`config.mk`:
```
export PLATFORM = sky130hd
export DESIGN_NAME = line_cache
export DESIGN_NICKNAME = d
export VERILOG_FILES = /design/src/design/mem_pkg.sv /design/src/design/line_cache.sv
export VERILOG_INCLUDE_DIRS = /design/src /design/src/design
export SDC_FILE = /design/constraint.sdc
export NUM_CORES = 2
export LEC_CHECK = 0
export BUFFER_PORTS_ARGS = -buffer_cell sky130_fd_sc_hd__buf_2
export CORE_UTILIZATION = 44
export DETAILED_ROUTE_END_ITERATION = 6
export SETUP_SLACK_MARGIN = 0.5
export SLEW_MARGIN = 20
export SYNTH_ARGS = -nofsm -noshare
export SYNTH_HDL_FRONTEND = slang
export SYNTH_MEMORY_MAX_BITS = 65536
export SYNTH_SLANG_ARGS = --single-unit
```
`constraint.sdc`:
```
create_clock -name clk -period 83.8 [get_ports clk]
set_input_delay 20.95 -clock clk [delete_from_list [all_inputs] [get_ports clk]]
set_output_delay 20.95 -clock clk [all_outputs]
set_load 0.01 [all_outputs]
```
`src/design/mem_settings.svh`:
```
`ifndef MEM_SETTINGS_SVH
`define MEM_SETTINGS_SVH

// Line geometry shared by both caches and the memory port
`define MEM_LINE_BITS 256

// One memory beat moves a quarter of a line
`define MEM_BEAT_BITS 64

`define MEM_BEATS 4

// Sets per direct-mapped cache, any power of two
`define MEM_SETS 16

// Instructions returned per fetch (1 or 2)
`define MEM_FETCH_WORDS 2

`endif

```
`src/design/mem_pkg.sv`:
```
package mem_pkg;

`include "mem_settings.svh"

    // Core-side request held until resp pulses
    typedef struct packed {
        logic [31:0] addr;
        logic        rmask;
        logic [3:0]  wmask;
        logic [31:0] wdata;
    } core_req_t;

    // Cache to arbiter, one whole line per transfer
    typedef struct packed {
        logic [31:0]               addr;
        logic                      read;
        logic                      write;
        logic [`MEM_LINE_BITS-1:0] wdata;
    } line_req_t;

    typedef struct packed {
        logic [`MEM_LINE_BITS-1:0] rdata;
        logic                      done;
    } line_rsp_t;

    // Banked memory port, one beat per transfer
    typedef struct packed {
        logic [31:0]               addr;
        logic                      read;
        logic                      write;
        logic [`MEM_BEAT_BITS-1:0] wdata;
    } bmem_req_t;

    typedef struct packed {
        logic [`MEM_BEAT_BITS-1:0] rdata;
        logic [31:0]               raddr;
        logic                      rvalid;
    } bmem_rsp_t;

    typedef enum logic [1:0] {
        ST_IDLE,
        ST_COMPARE,
        ST_WRITEBACK,
        ST_ALLOCATE
    } cache_state_e;

    typedef enum logic {
        SRC_INST,
        SRC_DATA
    } bmem_src_e;

endpackage

```
`src/design/line_cache.sv`:
```
`timescale 1ns/1ps
`include "mem_settings.svh"

module line_cache #(
    parameter bit WRITABLE  = 1'b1,
    parameter int READ_BITS = 32
) (
    input  logic                  clk,
    input  logic                  rst,
    input  mem_pkg::core_req_t    req,
    output logic [READ_BITS-1:0]  rdata,
    output logic                  resp,
    output mem_pkg::line_req_t    dfp_req,
    input  mem_pkg::line_rsp_t    dfp_rsp
);

    import mem_pkg::*;

    localparam int OFF_BITS = $clog2(`MEM_LINE_BITS / 8);
    localparam int IDX_BITS = $clog2(`MEM_SETS);
    localparam int TAG_BITS = 32 - OFF_BITS - IDX_BITS;
    localparam int RD_LSB   = $clog2(READ_BITS / 8);
    localparam int WORDS    = `MEM_LINE_BITS / 32;

    cache_state_e state;

    // Line storage and tags per set
    logic [`MEM_LINE_BITS-1:0] data_q [`MEM_SETS];
    logic [TAG_BITS-1:0]       tag_q [`MEM_SETS];
    logic [`MEM_SETS-1:0]      valid_q;
    logic [`MEM_SETS-1:0]      dirty_q;

    logic [IDX_BITS-1:0]        idx;
    logic [TAG_BITS-1:0]        tag;
    logic [OFF_BITS-RD_LSB-1:0] rd_sel;
    logic [$clog2(WORDS)-1:0]   wr_sel;
    logic [`MEM_LINE_BITS-1:0]  line_rd;
    logic [`MEM_LINE_BITS-1:0]  line_wr;
    logic                       req_present;
    logic                       wr_en;
    logic                       hit;

    assign tag    = req.addr[31 -: TAG_BITS];
    assign idx    = req.addr[OFF_BITS +: IDX_BITS];
    assign rd_sel = req.addr[OFF_BITS-1:RD_LSB];
    assign wr_sel = req.addr[OFF_BITS-1:2];

    assign req_present = req.rmask || (|req.wmask);
    assign wr_en       = WRITABLE && (|req.wmask);

    assign line_rd = data_q[idx];
    assign hit     = valid_q[idx] && (tag_q[idx] == tag);

    // Hits answer in the compare cycle, one cycle after idle saw the request
    assign resp  = (state == ST_COMPARE) && hit;
    assign rdata = line_rd[rd_sel*READ_BITS +: READ_BITS];

    // Byte merge of the store into the resident line
    always_comb begin
        line_wr = line_rd;
        for (int b = 0; b < 4; b++) begin
            if (req.wmask[b]) begin
                line_wr[wr_sel*32 + b*8 +: 8] = req.wdata[b*8 +: 8];
            end
        end
    end

    always_comb begin
        dfp_req.addr  = {tag, idx, {OFF_BITS{1'b0}}};
        dfp_req.read  = (state == ST_ALLOCATE);
        dfp_req.write = (state == ST_WRITEBACK);
        dfp_req.wdata = line_rd;
        // Victim goes back to the address it was filled from
        if (state == ST_WRITEBACK) begin
            dfp_req.addr = {tag_q[idx], idx, {OFF_BITS{1'b0}}};
        end
    end

    always_ff @(posedge clk) begin
        if (rst) begin
            state   <= ST_IDLE;
            valid_q <= '0;
            dirty_q <= '0;
        end else begin
            case (state)
                ST_IDLE: begin
                    if (req_present) begin
                        state <= ST_COMPARE;
                    end
                end
                ST_COMPARE: begin
                    if (hit) begin
                        state <= ST_IDLE;
                        if (wr_en) begin
                            dirty_q[idx] <= 1'b1;
                        end
                    end else if (valid_q[idx] && dirty_q[idx]) begin
                        state <= ST_WRITEBACK;
                    end else begin
                        state <= ST_ALLOCATE;
                    end
                end
                ST_WRITEBACK: begin
                    if (dfp_rsp.done) begin
                        state <= ST_ALLOCATE;
                    end
                end
                ST_ALLOCATE: begin
                    // Refilled line is clean and compare answers next
                    if (dfp_rsp.done) begin
                        valid_q[idx] <= 1'b1;
                        dirty_q[idx] <= 1'b0;
                        state        <= ST_COMPARE;
                    end
                end
                default: state <= ST_IDLE;
            endcase
        end
    end

    always_ff @(posedge clk) begin
        if (state == ST_ALLOCATE && dfp_rsp.done) begin
            data_q[idx] <= dfp_rsp.rdata;
            tag_q[idx]  <= tag;
        end else if (state == ST_COMPARE && hit && wr_en) begin
            data_q[idx] <= line_wr;
        end
    end

    // Core must not store through a read-only port
    a_no_store_ro: assert property (@(posedge clk) disable iff (rst)
        (req.wmask != '0) |-> WRITABLE);

    a_rd_wr_excl: assert property (@(posedge clk) disable iff (rst)
        !(dfp_req.read && dfp_req.write));

endmodule

```
==> run summary <==
Pwr Density - 23.57 nW/um2
total grt overflow - 0
Setup crit end kind - output pin
Clock Power Share - 40.6%
Int Pwr - 3.688 mW
Sw Share - 23.33%
area share of the largest cell type after synthesis - 74.77%
DR iter-0 viols - 14110
CP max FO - 110
Cell variety after synth - 70
WP data arrival - 28.31 ns
starting density of the core - 44.18%
Worst-Margin Slew - 1.224 ns
Main synth FF type - edfxtp_1
most frequent cells after synthesis - edfxtp_1, mux4_2, nand2_1
# DRC - 12
Post-synth EDFFs - 4464
DP HPWL - 370800 um
syn_area_per_cell - 22.59 um2
CTS clk-pin slew, worst paths - 0.06 ns
Routed wire per std cell - 39.97 um
count leader, synth - edfxtp_1
hold buffers post-CTS - 0
Port Buffer Count - 643
Die Y-Extent - 640.3 um
CTS tree - built
register-to-register setup slack - 75.73 ns
FMAX - 0.02030 GHz
first-pass GRT wire length - 785300 um
failing checks - design-rule violations
clock skew - 0.06441 ns
Comb pwr share - 7.7%
sequential power share - 51.6%
initial antenna violation count - 148
nets@finish - 9124
Yosys reg bits - 4498
post-synthesis instance total - 7937
Clock H-tree levels - 5
number of global-route vias before repair - 89075
Pre-antenna DRT Iters - 7
Tmin final - 49.26 ns
Layout area overhead - 13.80%
Row Count - 234
clock sinks - 4498
largest net degree at the start of global routing - 147
Setup Total Neg Slack - 0 ns
VDD IR max - 19.18 uV
critical path launch point type - input pin
I/O Pins - 651
net switching power - 1.122 mW
Total Power - 4.810 mW
Vias - 92919
Worst Path Required - 62.85 ns
total wire length - 589100 um
final core occ - 50.28%
Post-Syn Area - 179300 um2
post-CTS setup buffer count - 0
Hold Slack - 0.4716 ns
CTS Root Cell - clkbuf_16
antenna-violating nets left - 0
MaxCap Viol Count - 0
final-report setup violation count - 0
Area contributors post-synth - edfxtp_1, mux4_2, mux2_4
via/cell ratio - 6.303
Die Area - 410000 um2
Total GRT Usage - 28.49%
endpoints failing hold - 0
Synthesis Warnings - 0
biggest area consumer among synthesized cells - edfxtp_1
Chip Width - 640.3 um
GPL Wtd Cong - 1.036
asr flop ratio synth - 0%
total CTS buffers - 451
ratio of cells with drive above 1 in the final layout - 34.93%
Tcrit/Tclk final - 58.79%
Clock Tree Buf Depth - 4
headroom to the max-slew limit - 17.51%
final slew viol count - 0
LEAKAGE - 65.54 nW
status - finished with violations
Seq/Total Area, Yosys - 75.15%
Resized cells post-CTS - 0
RSZ-0062 raised after global routing - false
Worst Setup Path Type - in2out
Worst-Skew Late Latency - 1.02 ns
Worst Hold Class - reg2reg
Core Region - 405800 um2
-- final timing paths --
path              cells after the start                startpoint                  endpoint
setup reg to reg                     12   tag_q[15][11]$_DFFE_PP_  data_q[13][68]$_DFFE_PP_
hold / removal                        2  valid_q[11]$_SDFFE_PP0P_  valid_q[11]$_SDFFE_PP0P_
hold reg to reg                       2  valid_q[11]$_SDFFE_PP0P_  valid_q[11]$_SDFFE_PP0P_
setup / recovery                     12                   req[43]                 rdata[19]
-- power groups by stage --
| stage | logic (mW) | clock network [mW] | registers [mW] |
|---|---|---|---|
| after CTS | 0.362 | 1.97 | 2.48 |
| after global placement | 0.357 | 0 | 2.53 |
| after global routing | 0.378 | 2.05 | 2.48 |
| final | 0.371 | 1.95 | 2.48 |
| after floorplan | 0.189 | 0 | 2.54 |
| after detailed placement | 0.362 | 0 | 2.53 |
-- cell usage in the layout, fill, tap and decap left out, types with 21 or more instances in the layout --
master | Yosys | final
a21oi_1 | 27 | 27
a22oi_1 | 25 | 25
buf_2 | 31 | 638
buf_4 | 12 | 190
bufinv_16 | 0 | 30
clkbuf_1 | 265 | 106
clkbuf_16 | 0 | 452
clkinv_1 | 2 | 118
clkinv_2 | 0 | 88
dfxtp_1 | 34 | 34
diode_2 | 0 | 146
edfxtp_1 | 4464 | 4464
inv_1 | 36 | 34
mux2_2 | 40 | 40
mux2_4 | 219 | 219
mux2i_1 | 96 | 81
mux4_2 | 1415 | 1415
nand2_1 | 535 | 534
nor2_1 | 85 | 73
o21ai_0 | 242 | 238
o22ai_1 | 21 | 21
-- cells by family (layout without fill, tap and decap cells) --
family          count (synthesis)  after routing  share of synthesized area, %
xor+xnor                       21             21                        0.1026
flops                        4498           4498                         75.15
fa+ha+maj                      10             10                       0.06979
mux                          1774           1774                         20.42
compound gates                426            426                         1.422
buf+inv                       495           1721                         1.209
simple gates                  712            712                         1.623
other cells                     1            151                      0.002092
-- critical path: stages --
cell	delay, ns
buf_12	0.39
buf_4	0.79
buf_4	0.74
buf_4	0.73
buf_4	0.86
buf_4	0.83
mux4_2	0.42
mux4_2	0.68
mux4_2	0.53
nand2_1	0.50
nand2_1	0.32
buf_2	0.24
-- routing by layer --
layer | part of all wire [%] | vias up | GRT usage (%) | wire length, um
li1 | - | 35588 | - | -
met1 | 36 | 50097 | 36.97 | 210300
met2 | 45 | 5856 | 42.45 | 267000
met3 | 10 | 1346 | 6.594 | 60710
met4 | 8.6 | 32 | 20.56 | 50920
met5 | 0.034 | - | 0.1418 | 203
-- cell type report --
cell class                 instances  area [um2]
fill                           32282      201800
sequential                      4498      134700
multi-input combinational       2948       42790
clock buffer                     559       11720
tap                             5428        6792
timing repair buffer             848        5006
clock inverter                   275        2467
antenna                          146       365.4
inverter                          39       153.9
-- sequential cells by signal, indices dropped and copies added, names as in the netlist, named ones only --
| name | count |
|---|---|
| data_q | 4096 |
| valid_q | 16 |
| state | 2 |
| tag_q | 368 |
-- through the flow --
step,area [um2],setup WS (ns),cells
after floorplan,179300,38.49,7941
after global placement,189400,34.66,13760
after detailed placement,189400,34.59,13761
after CTS,203600,34.61,14595
after global routing,203900,34.34,14673
final,204000,34.54,14741
No activity file was read; power rests on OpenSTA's default activity.
