**src/design/mem_settings.svh**
```systemverilog
`ifndef MEM_SETTINGS_SVH
`define MEM_SETTINGS_SVH

// Line geometry shared by both caches and the memory port
`define MEM_LINE_BITS 256

// One memory beat moves a quarter of a line
`define MEM_BEAT_BITS 64

`define MEM_BEATS 4

// Sets per direct-mapped cache, any power of two
`define MEM_SETS 16

// Instructions returned per fetch (1 or 2)
`define MEM_FETCH_WORDS 2

`endif

```
**src/design/mem_pkg.sv**
```systemverilog
package mem_pkg;

`include "mem_settings.svh"

    // Core-side request held until resp pulses
    typedef struct packed {
        logic [31:0] addr;
        logic        rmask;
        logic [3:0]  wmask;
        logic [31:0] wdata;
    } core_req_t;

    // Cache to arbiter, one whole line per transfer
    typedef struct packed {
        logic [31:0]               addr;
        logic                      read;
        logic                      write;
        logic [`MEM_LINE_BITS-1:0] wdata;
    } line_req_t;

    typedef struct packed {
        logic [`MEM_LINE_BITS-1:0] rdata;
        logic                      done;
    } line_rsp_t;

    // Banked memory port, one beat per transfer
    typedef struct packed {
        logic [31:0]               addr;
        logic                      read;
        logic                      write;
        logic [`MEM_BEAT_BITS-1:0] wdata;
    } bmem_req_t;

    typedef struct packed {
        logic [`MEM_BEAT_BITS-1:0] rdata;
        logic [31:0]               raddr;
        logic                      rvalid;
    } bmem_rsp_t;

    typedef enum logic [1:0] {
        ST_IDLE,
        ST_COMPARE,
        ST_WRITEBACK,
        ST_ALLOCATE
    } cache_state_e;

    typedef enum logic {
        SRC_INST,
        SRC_DATA
    } bmem_src_e;

endpackage

```
**src/design/burst_arbiter.sv**
```systemverilog
`timescale 1ns/1ps
`include "mem_settings.svh"

module burst_arbiter (
    input  logic                clk,
    input  logic                rst,
    input  mem_pkg::line_req_t  i_req,
    output mem_pkg::line_rsp_t  i_rsp,
    input  mem_pkg::line_req_t  d_req,
    output mem_pkg::line_rsp_t  d_rsp,
    output mem_pkg::bmem_req_t  bmem_req,
    input  logic                ready,
    input  mem_pkg::bmem_rsp_t  bmem_rsp
);

    import mem_pkg::*;

    localparam int CNT_BITS = $clog2(`MEM_BEATS);
    localparam int BEAT     = `MEM_BEAT_BITS;
    localparam logic [CNT_BITS-1:0] LAST = CNT_BITS'(`MEM_BEATS - 1);

    // Shared by write-back and read assembly since they never overlap
    logic [BEAT-1:0]           beat_buf [`MEM_BEATS-1];
    logic [CNT_BITS-1:0]       cnt;
    logic                      wb_active;
    logic                      d_held;
    logic                      lock_valid;
    bmem_src_e                 lock_src;
    logic [1:0]                pend_valid;
    logic [31:0]               pend_addr [2];
    bmem_src_e                 sel;
    logic                      i_want;
    logic                      d_rd_want;
    logic                      d_wr_want;
    logic                      d_want;
    logic                      accept;
    logic                      last_beat;
    logic                      route_i;
    logic                      route_d;
    logic [`MEM_LINE_BITS-1:0] line;

    assign i_want    = i_req.read && !pend_valid[SRC_INST];
    assign d_rd_want = d_req.read && !pend_valid[SRC_DATA];
    // Write-back waits until no read can return into the shared buffer
    assign d_wr_want = d_req.write && !wb_active && (pend_valid == '0);
    assign d_want    = d_rd_want || d_wr_want;

    // A stalled request keeps its source; a held data request beats new fetches
    always_comb begin
        if (lock_valid) begin
            sel = lock_src;
        end else if (d_held) begin
            sel = SRC_DATA;
        end else if (i_want) begin
            sel = SRC_INST;
        end else begin
            sel = SRC_DATA;
        end
    end

    always_comb begin
        bmem_req.addr  = i_req.addr;
        bmem_req.read  = 1'b0;
        bmem_req.write = 1'b0;
        bmem_req.wdata = d_req.wdata[BEAT-1:0];
        if (wb_active) begin
            bmem_req.addr  = d_req.addr;
            bmem_req.write = 1'b1;
            bmem_req.wdata = beat_buf[cnt - 1'b1];
        end else if (sel == SRC_DATA) begin
            bmem_req.addr  = d_req.addr;
            bmem_req.read  = d_rd_want;
            bmem_req.write = d_wr_want;
        end else begin
            bmem_req.read = i_want;
        end
    end

    assign accept    = (bmem_req.read || bmem_req.write) && ready && !wb_active;
    assign last_beat = bmem_rsp.rvalid && (cnt == LAST) && !wb_active;

    always_comb begin
        for (int k = 0; k < `MEM_BEATS - 1; k++) begin
            line[k*BEAT +: BEAT] = beat_buf[k];
        end
        line[`MEM_LINE_BITS-BEAT +: BEAT] = bmem_rsp.rdata;
    end

    // Instructions take the first copy of a line both sides wait for
    assign route_i = last_beat && pend_valid[SRC_INST]
                     && (pend_addr[SRC_INST] == bmem_rsp.raddr);
    assign route_d = last_beat && !route_i && pend_valid[SRC_DATA]
                     && (pend_addr[SRC_DATA] == bmem_rsp.raddr);

    assign i_rsp.rdata = line;
    assign i_rsp.done  = route_i;
    assign d_rsp.rdata = line;
    assign d_rsp.done  = route_d || (wb_active && ready && cnt == LAST);

    always_ff @(posedge clk) begin
        if (rst) begin
            cnt        <= '0;
            wb_active  <= 1'b0;
            d_held     <= 1'b0;
            lock_valid <= 1'b0;
            pend_valid <= '0;
        end else begin
            lock_valid <= (bmem_req.read || bmem_req.write) && !ready && !wb_active;
            if (wb_active) begin
                if (ready) begin
                    cnt <= (cnt == LAST) ? '0 : cnt + 1'b1;
                    if (cnt == LAST) begin
                        wb_active <= 1'b0;
                    end
                end
            end else if (accept && bmem_req.write) begin
                cnt       <= CNT_BITS'(1);
                wb_active <= 1'b1;
            end else if (bmem_rsp.rvalid) begin
                cnt <= (cnt == LAST) ? '0 : cnt + 1'b1;
            end
            if (accept) begin
                if (sel == SRC_DATA) begin
                    d_held <= 1'b0;
                end else if (d_want) begin
                    d_held <= 1'b1;
                end
            end
            if (route_i) begin
                pend_valid[SRC_INST] <= 1'b0;
            end
            if (route_d) begin
                pend_valid[SRC_DATA] <= 1'b0;
            end
            if (accept && bmem_req.read) begin
                pend_valid[sel] <= 1'b1;
            end
        end
    end

    always_ff @(posedge clk) begin
        lock_src <= sel;
        if (accept && bmem_req.read) begin
            pend_addr[sel] <= bmem_req.addr;
        end
        // Upper beats wait in the buffer while beat 0 leaves directly
        if (accept && bmem_req.write) begin
            for (int k = 0; k < `MEM_BEATS - 1; k++) begin
                beat_buf[k] <= d_req.wdata[(k+1)*BEAT +: BEAT];
            end
        end else if (bmem_rsp.rvalid && cnt != LAST) begin
            beat_buf[cnt] <= bmem_rsp.rdata;
        end
    end

    a_no_wr_pend_d: assert property (@(posedge clk) disable iff (rst)
        bmem_req.write |-> !pend_valid[SRC_DATA]);

    a_rvalid_owned: assert property (@(posedge clk) disable iff (rst)
        bmem_rsp.rvalid |->
            (pend_valid[SRC_INST] && pend_addr[SRC_INST] == bmem_rsp.raddr)
            || (pend_valid[SRC_DATA] && pend_addr[SRC_DATA] == bmem_rsp.raddr));

    a_inst_no_write: assert property (@(posedge clk) disable iff (rst)
        !i_req.write);

endmodule

```
**config.mk**
```make
export PLATFORM = sky130hd
export DESIGN_NAME = burst_arbiter
export DESIGN_NICKNAME = d
export VERILOG_FILES = /design/src/design/mem_pkg.sv /design/src/design/burst_arbiter.sv
export VERILOG_INCLUDE_DIRS = /design/src /design/src/design
export SDC_FILE = /design/constraint.sdc
export NUM_CORES = 1
export LEC_CHECK = 0
export BUFFER_PORTS_ARGS = -buffer_cell sky130_fd_sc_hd__buf_2
export CAP_MARGIN = 20
export CORE_AREA = 2 2 505 507
export CTS_BUF_LIST = sky130_fd_sc_hd__clkbuf_4 sky130_fd_sc_hd__clkbuf_8
export CTS_CLUSTER_DIAMETER = 150
export DETAILED_ROUTE_END_ITERATION = 12
export DIE_AREA = 0 0 507 509
export SLEW_MARGIN = 20
export SYNTH_ARGS = -nofsm -noshare
export SYNTH_HDL_FRONTEND = slang
export SYNTH_SLANG_ARGS = --single-unit
export TNS_END_PERCENT = 10
```
**constraint.sdc**
```tcl
create_clock -name clk -period 3.85 [get_ports clk]
set_input_delay 0.77 -clock clk [delete_from_list [all_inputs] [get_ports clk]]
set_output_delay 0.77 -clock clk [all_outputs]
set_load 0.03 [all_outputs]
```
==> flow_summary.yaml, run 1 <==
clock_network:
  hold_buffers: 0
  numCtsBuffers: 68
  cts_buffer_depth: 3
  path_clk_slew_ns: 0.06
  clkSinkCount: 328
  htree_levels: 3
  root_buffer: "clkbuf_8"
  cts_tree: "built"
  clock_latency_ns: 0.78
timing:
  setup_violations: 0
  min_period_ns: 3.65
  finalSetupTns_ns: 0
  fmax_ghz: 0.274
  final.setup_skew_ns: 0.0563
  setup_ws_ns: 0.197
  finalHoldViolCount: 0
  drv_slew: 0
  slew_headroom: 0.380
  tightestPinTransition_ns: 0.930
  period_share: 0.949
  hold-worst-slack_ns: 0.258
synthesis:
  synth_fa_ha_area_frac: 0.00267
  synthCells: 1194
  yosysTopAreaCell: "edfxtp_1"
  synth_compound_gate_area_share: 0.00747
  yosys_warnings: 0
  yosysSeqAreaShare: 0.520
  synth_top_area_share: 0.512
  synth_area_leaders: "edfxtp_1 51%, buf_4 13%, mux2_4 11%"
  synth_area_per_cell_sq_um: 15.7
  async_flop_share: 0
  synthFlopType: "edfxtp_1"
  netlist_area_sq_um: 18800
  synth_top_family_by_area: "multiplexers"
  yosys_register_bits: 328
  synth-edff-count: 320
  synthDistinctLibCells: 47
  synthMuxAreaShare: 0.277
  synth-xor-area-share: 0.0285
  synthSimpleGateAreaFrac: 0.0158
finish:
  stdcell_area_sq_um: 27800
  layout_commonest_cell: "buf_2"
  layout-drive-gt1-share: 0.720
  area_growth_pct: 47.9
  layoutNonFillerInstCount: 5465
  fill_cells: 28937
  fin_util: 0.110
  mostFrequentLayoutCells: "1033 x buf_2, 320 x edfxtp_1, 132 x mux2_4, 96 x mux2_2, 72 x clkbuf_8"
  nets: 2714
placement:
  dp_hpwl_mm: 133
  post-place-ws_ns: 0.258
  post_dp_cell_area_sq_um: 26200
  io_buffer_count: 1034
  place.gp.congestion: 0.863
  dp_cells: 5320
die:
  core_area_sq_um: 253000
  placementRows: 185
  die_h_microns: 509
  initial_core_util: 0.0743
  ios: 1292
  die_x_microns: 507
  fp.dieArea_sq_um: 258000
routing:
  wl_mm: 152
  first_iter_violations: 991
  vias: 14450
  post_drt_via_cell_ratio: 2.64
  post_drt_wl_per_cell_microns: 27.9
  drtAntennaViolNets: 0
  drc: 0
  firstDrtPassIters: 5
critical_path:
  cp_cell_sequence: "xnor2_1, nand4_1, nor3_1, buf_4, nand4_1, nand2_1, buf_4"
  crit_path_start_kind: "flip-flop"
  crit_type: "reg2out"
  crit_fanout: 2
  critPathCaptureType: "primary output"
  worstPathArrival_ns: 2.88
  cp.required_ns: 3.08
  critPathSlowestCell: "xnor2_1"
  crit_path_max_incr_delay_ns: 0.50
grt:
  grt_start_max_net_pins: 43
  grt_pass1_vias: 14171
  overflow: 0
  grt_use_total: 0.113
  antenna_found_initial: 91
  grt_pass1_wl_mm: 179
flow_run:
  drv_cap: 0
pwr:
  ir_drop_mv: 0.292
  leakage_nw: 11.0
  p_total_mw: 14.6
  pwr_density_cell_nw_per_um2: 527
status:
  status: "finished, final reports clean"
min_path:
  hold_path.class: "in2reg"
-- area by class of cell --
| type | count | area [sq um] | share of cell area |
|---|---|---|---|
| inverters | 13 | 48.8 | 0.00176 |
| repair buffers | 1071 | 5710 | 0.206 |
| clock buffers | 89 | 1120 | 0.0403 |
| flip-flops and latches | 328 | 9780 | 0.352 |
| well taps | 3366 | 4210 | 0.152 |
| diodes | 20 | 50.0 | 0.00180 |
| clock inverters | 30 | 293 | 0.0105 |
| multi-input cells | 548 | 6550 | 0.236 |
-- logic make-up after synthesis --
logic type | Yosys count
compound gates | 18
xor+xnor | 61
fa+ha+maj | 4
buf+inv | 381
flops | 328
mux | 353
other cells | 1
simple gates | 48
-- registers in the layout, summed over array words and instances, names as in the netlist --
signal,count
pend_addr,64
wb_active,1
beat_buf,256
lock_src,1
cnt,2
d_held,1
pend_valid,2
lock_valid,1
-- cell usage after synthesis (4+ instances only) --
library cell and number:
buf_4 321, edfxtp_1 320, mux2_4 132, mux2_2 96, mux4_2 64, mux2_1 61, xnor2_1 40, xor2_1 21
buf_6 18, clkbuf_1 14, buf_2 12, inv_1 11, nand4_1 11, dfxtp_1 8, nand2_1 6, nor4_1 6
and3_1 5, ha_1 4, nor2_1 4
-- timing repair --
item	in CTS	in global routing
endpoints found under the setup margin	30	1
buffers inserted	5	0
gates cloned	1	0
pin swaps	4	0
resized for setup	6	1
-- where the power goes --
| part | switching [mW] | leakage (nW) | internal [mW] | total (mW) |
|---|---|---|---|---|
| combinational | 3.66 | 7.18 | 1.66 | 5.33 |
| clock | 1.88 | 0.729 | 2.23 | 4.11 |
| sequential | 0.677 | 3.08 | 4.52 | 5.20 |
| total | 6.22 | 11.0 | 8.42 | 14.6 |
-- per-layer routing --
metal  GRT usage  vias up  wire (microns)
met5           0        -              70
met4      0.0584       10            8280
met3      0.0585      275           19400
met2       0.187     1176           70800
met1       0.117     7185           53700
li1            -     5804               -
-- path summary, 6_finish.rpt --
| check | start | end | slack (ns) | cells past startpoint |
|---|---|---|---|---|
| worst min-delay path | d_req[127] | beat_buf[0][63] | 0.26 | 2 |
| worst max register to register | pend_valid[0] | beat_buf[0][30] | 1.11 | 8 |
| worst max-delay path | pend_addr[1][17] | d_rsp[0] | 0.20 | 7 |
| worst min register to register | d_held | d_held | 0.58 | 2 |
-- critical path: cells and delay by family (launching register included) --
kind	cells	cell delay, ns
simple gates	4	0.84
xor+xnor	1	0.50
buf+inv	2	0.40
flops	1	0.38
(Power assumes the default switching activity.)
==> run 2: changes to the inputs <==
Settings changed: CORE_AREA 2 2 505 507 to 2 2 496 498, DIE_AREA 0 0 507 509 to 0 0 498 500.
Clock period 3.85 ns to 3.55 ns, I/O delays scaled along.
==> flow_summary.yaml, run 2 (synthesis gave the netlist of run 1 again) <==
status:
  status: "finished, final reports clean"
critical_path:
  cp_cell_sequence: "inv_2, ha_4, buf_12, buf_12, mux4_2, mux2_4, buf_6"
  worstPathArrival_ns: 2.78
  r2r-start: "wb_active"
  cp_num_buf_inv: 4
  critPathSlowestCell: "mux4_2"
  crit_path_start_kind: "flip-flop"
  crit_fanout: 5
  crit_path_frequent_cell: "buf_12"
  cp.required_ns: 2.84
  reg2reg_slack_ns: 0.83
  crit_path_max_incr_delay_ns: 0.49
  crit_type: "reg2out"
  reg2reg_to: "beat_buf[1][11]"
  critPathCaptureType: "primary output"
  ff2ff_path_depth: 7
  cp_top_family: "multiplexers"
finish:
  largest_register: "beat_buf"
  largest_reg_flops: 256
  area_growth_pct: 51.7
  multi_input_area_sq_um: 6670
  ff_latch_area_sq_um: 9780
  top_regs: "beat_buf: 256 flops, pend_addr: 64 flops"
  mostFrequentLayoutCells: "1001 x buf_2, 320 x edfxtp_1, 156 x mux2_4, 73 x clkbuf_8, 72 x mux2_2"
  layout_commonest_cell: "buf_2"
  stdcell_area_sq_um: 28500
  layoutNonFillerInstCount: 5359
  layout-drive-gt1-share: 0.723
  fill_cells: 27794
  nets: 2746
min_path:
  hold_path.class: "in2reg"
  hold_end: "beat_buf[3][62]"
  hold_depth: 1
  hp-start: "bmem_rsp[95]"
timing:
  setup_ws_ns: 0.0572
  rsz0062_at_grt: "true"
  period_share: 0.984
  final.setup_skew_ns: 0.0882
  drv_slew: 0
  fmax_ghz: 0.286
  finalHoldViolCount: 0
  tightestPinTransition_ns: 0.745
  setup_violations: 0
  finalSetupTns_ns: 0
  min_period_ns: 3.49
  slew_headroom: 0.503
pwr:
  pwr_density_cell_nw_per_um2: 579
  leakage_nw: 11.4
  ir_drop_mv: 0.375
routing:
  drc: 0
  first_iter_violations: 1051
  firstDrtPassIters: 6
  drtAntennaViolNets: 0
  post_drt_wl_per_cell_microns: 28.1
  wl_mm: 151
  post_drt_via_cell_ratio: 2.69
  vias: 14399
clock_network:
  path_clk_slew_ns: 0.07
  hold_buffers: 0
  numCtsBuffers: 72
  clock_latency_ns: 0.81
  cts_tree: "built"
  root_buffer: "clkbuf_8"
  htree_levels: 3
  clkSinkCount: 328
  cts_buffer_depth: 3
grt:
  overflow: 0
  grt_pass1_vias: 14212
  grt_pass1_wl_mm: 180
  antenna_found_initial: 72
  grt_start_max_net_pins: 73
  grt_use_total: 0.117
die:
  fp.dieArea_sq_um: 249000
  placementRows: 182
  die_h_microns: 500
  die_x_microns: 498
  core_area_sq_um: 244000
  ios: 1292
  initial_core_util: 0.0768
placement:
  io_buffer_count: 1034
  dp_cells: 5186
  post-place-ws_ns: 0.134
  dp_hpwl_mm: 129
  place.gp.congestion: 0.872
  post_dp_cell_area_sq_um: 26200
flow_run:
  drv_cap: 0
-- run 2: metrics by stage --
stage / hold WS (ns) / power [mW] / utilization
finish: 0.162 / 16.5 / 0.117
global route: 0.0716 / 17.2 / 0.116
CTS: 0.0215 / 16.9 / 0.116
detailed placement: 0.583 / 11.6 / 0.107
global placement: 0.581 / 11.5 / 0.107
floorplan: 0.487 / 8.85 / -
-- run 2: worst max-delay path by stage --
stage,cells past startpoint,start,to
3_5_place_dp,8,bmem_rsp[23],d_rsp[0]
3_3_place_gp,8,bmem_rsp[23],d_rsp[0]
4_1_cts,8,pend_addr[0][8],d_rsp[0]
5_1_grt,8,pend_addr[0][17],d_rsp[0]
2_1_floorplan,9,i_req[257],beat_buf[0][0]
6_report,7,cnt[0],bmem_req[44]
-- run 2: final cells by class --
cell class,count,area share
antenna,24,0.00211
clock buffer,90,0.0398
clock inverter,37,0.0150
inverter,13,0.00171
multi-input combinational,548,0.234
sequential,328,0.343
tap,3220,0.141
timing repair buffer,1099,0.222
-- run 2: worst reg2reg max path, cell delays in order, from the launching register on --
cell	delay, ns
dfxtp_4	0.35
buf_12	0.45
inv_1	0.23
nand4_2	0.16
and3b_2	0.40
nand2_8	0.22
buf_12	0.28
mux2_1	0.38
-- run 2: report_power, final --
| group | switching (mW) | internal, mW | total [mW] |
|---|---|---|---|
| Combinational | 4.02 | 2.04 | 6.06 |
| Sequential | 0.698 | 4.91 | 5.60 |
| Clock | 2.08 | 2.75 | 4.83 |
-- run 2: timing repair --
| item | 4_1_cts | 5_1_grt |
|---|---|---|
| pin swaps | 9 | 1 |
| setup endpoints to repair | 68 | 41 |
| resized for setup | 102 | 11 |
| gates cloned | 3 | 0 |
| buffers inserted | 15 | 5 |
-- run 2: per-layer routing --
metal	wire length, microns	up-vias	global-route usage
met5	68	-	0
met4	6390	10	0.0489
met3	16800	239	0.0523
met2	70200	1104	0.192
met1	57300	7176	0.131
li1	-	5870	-
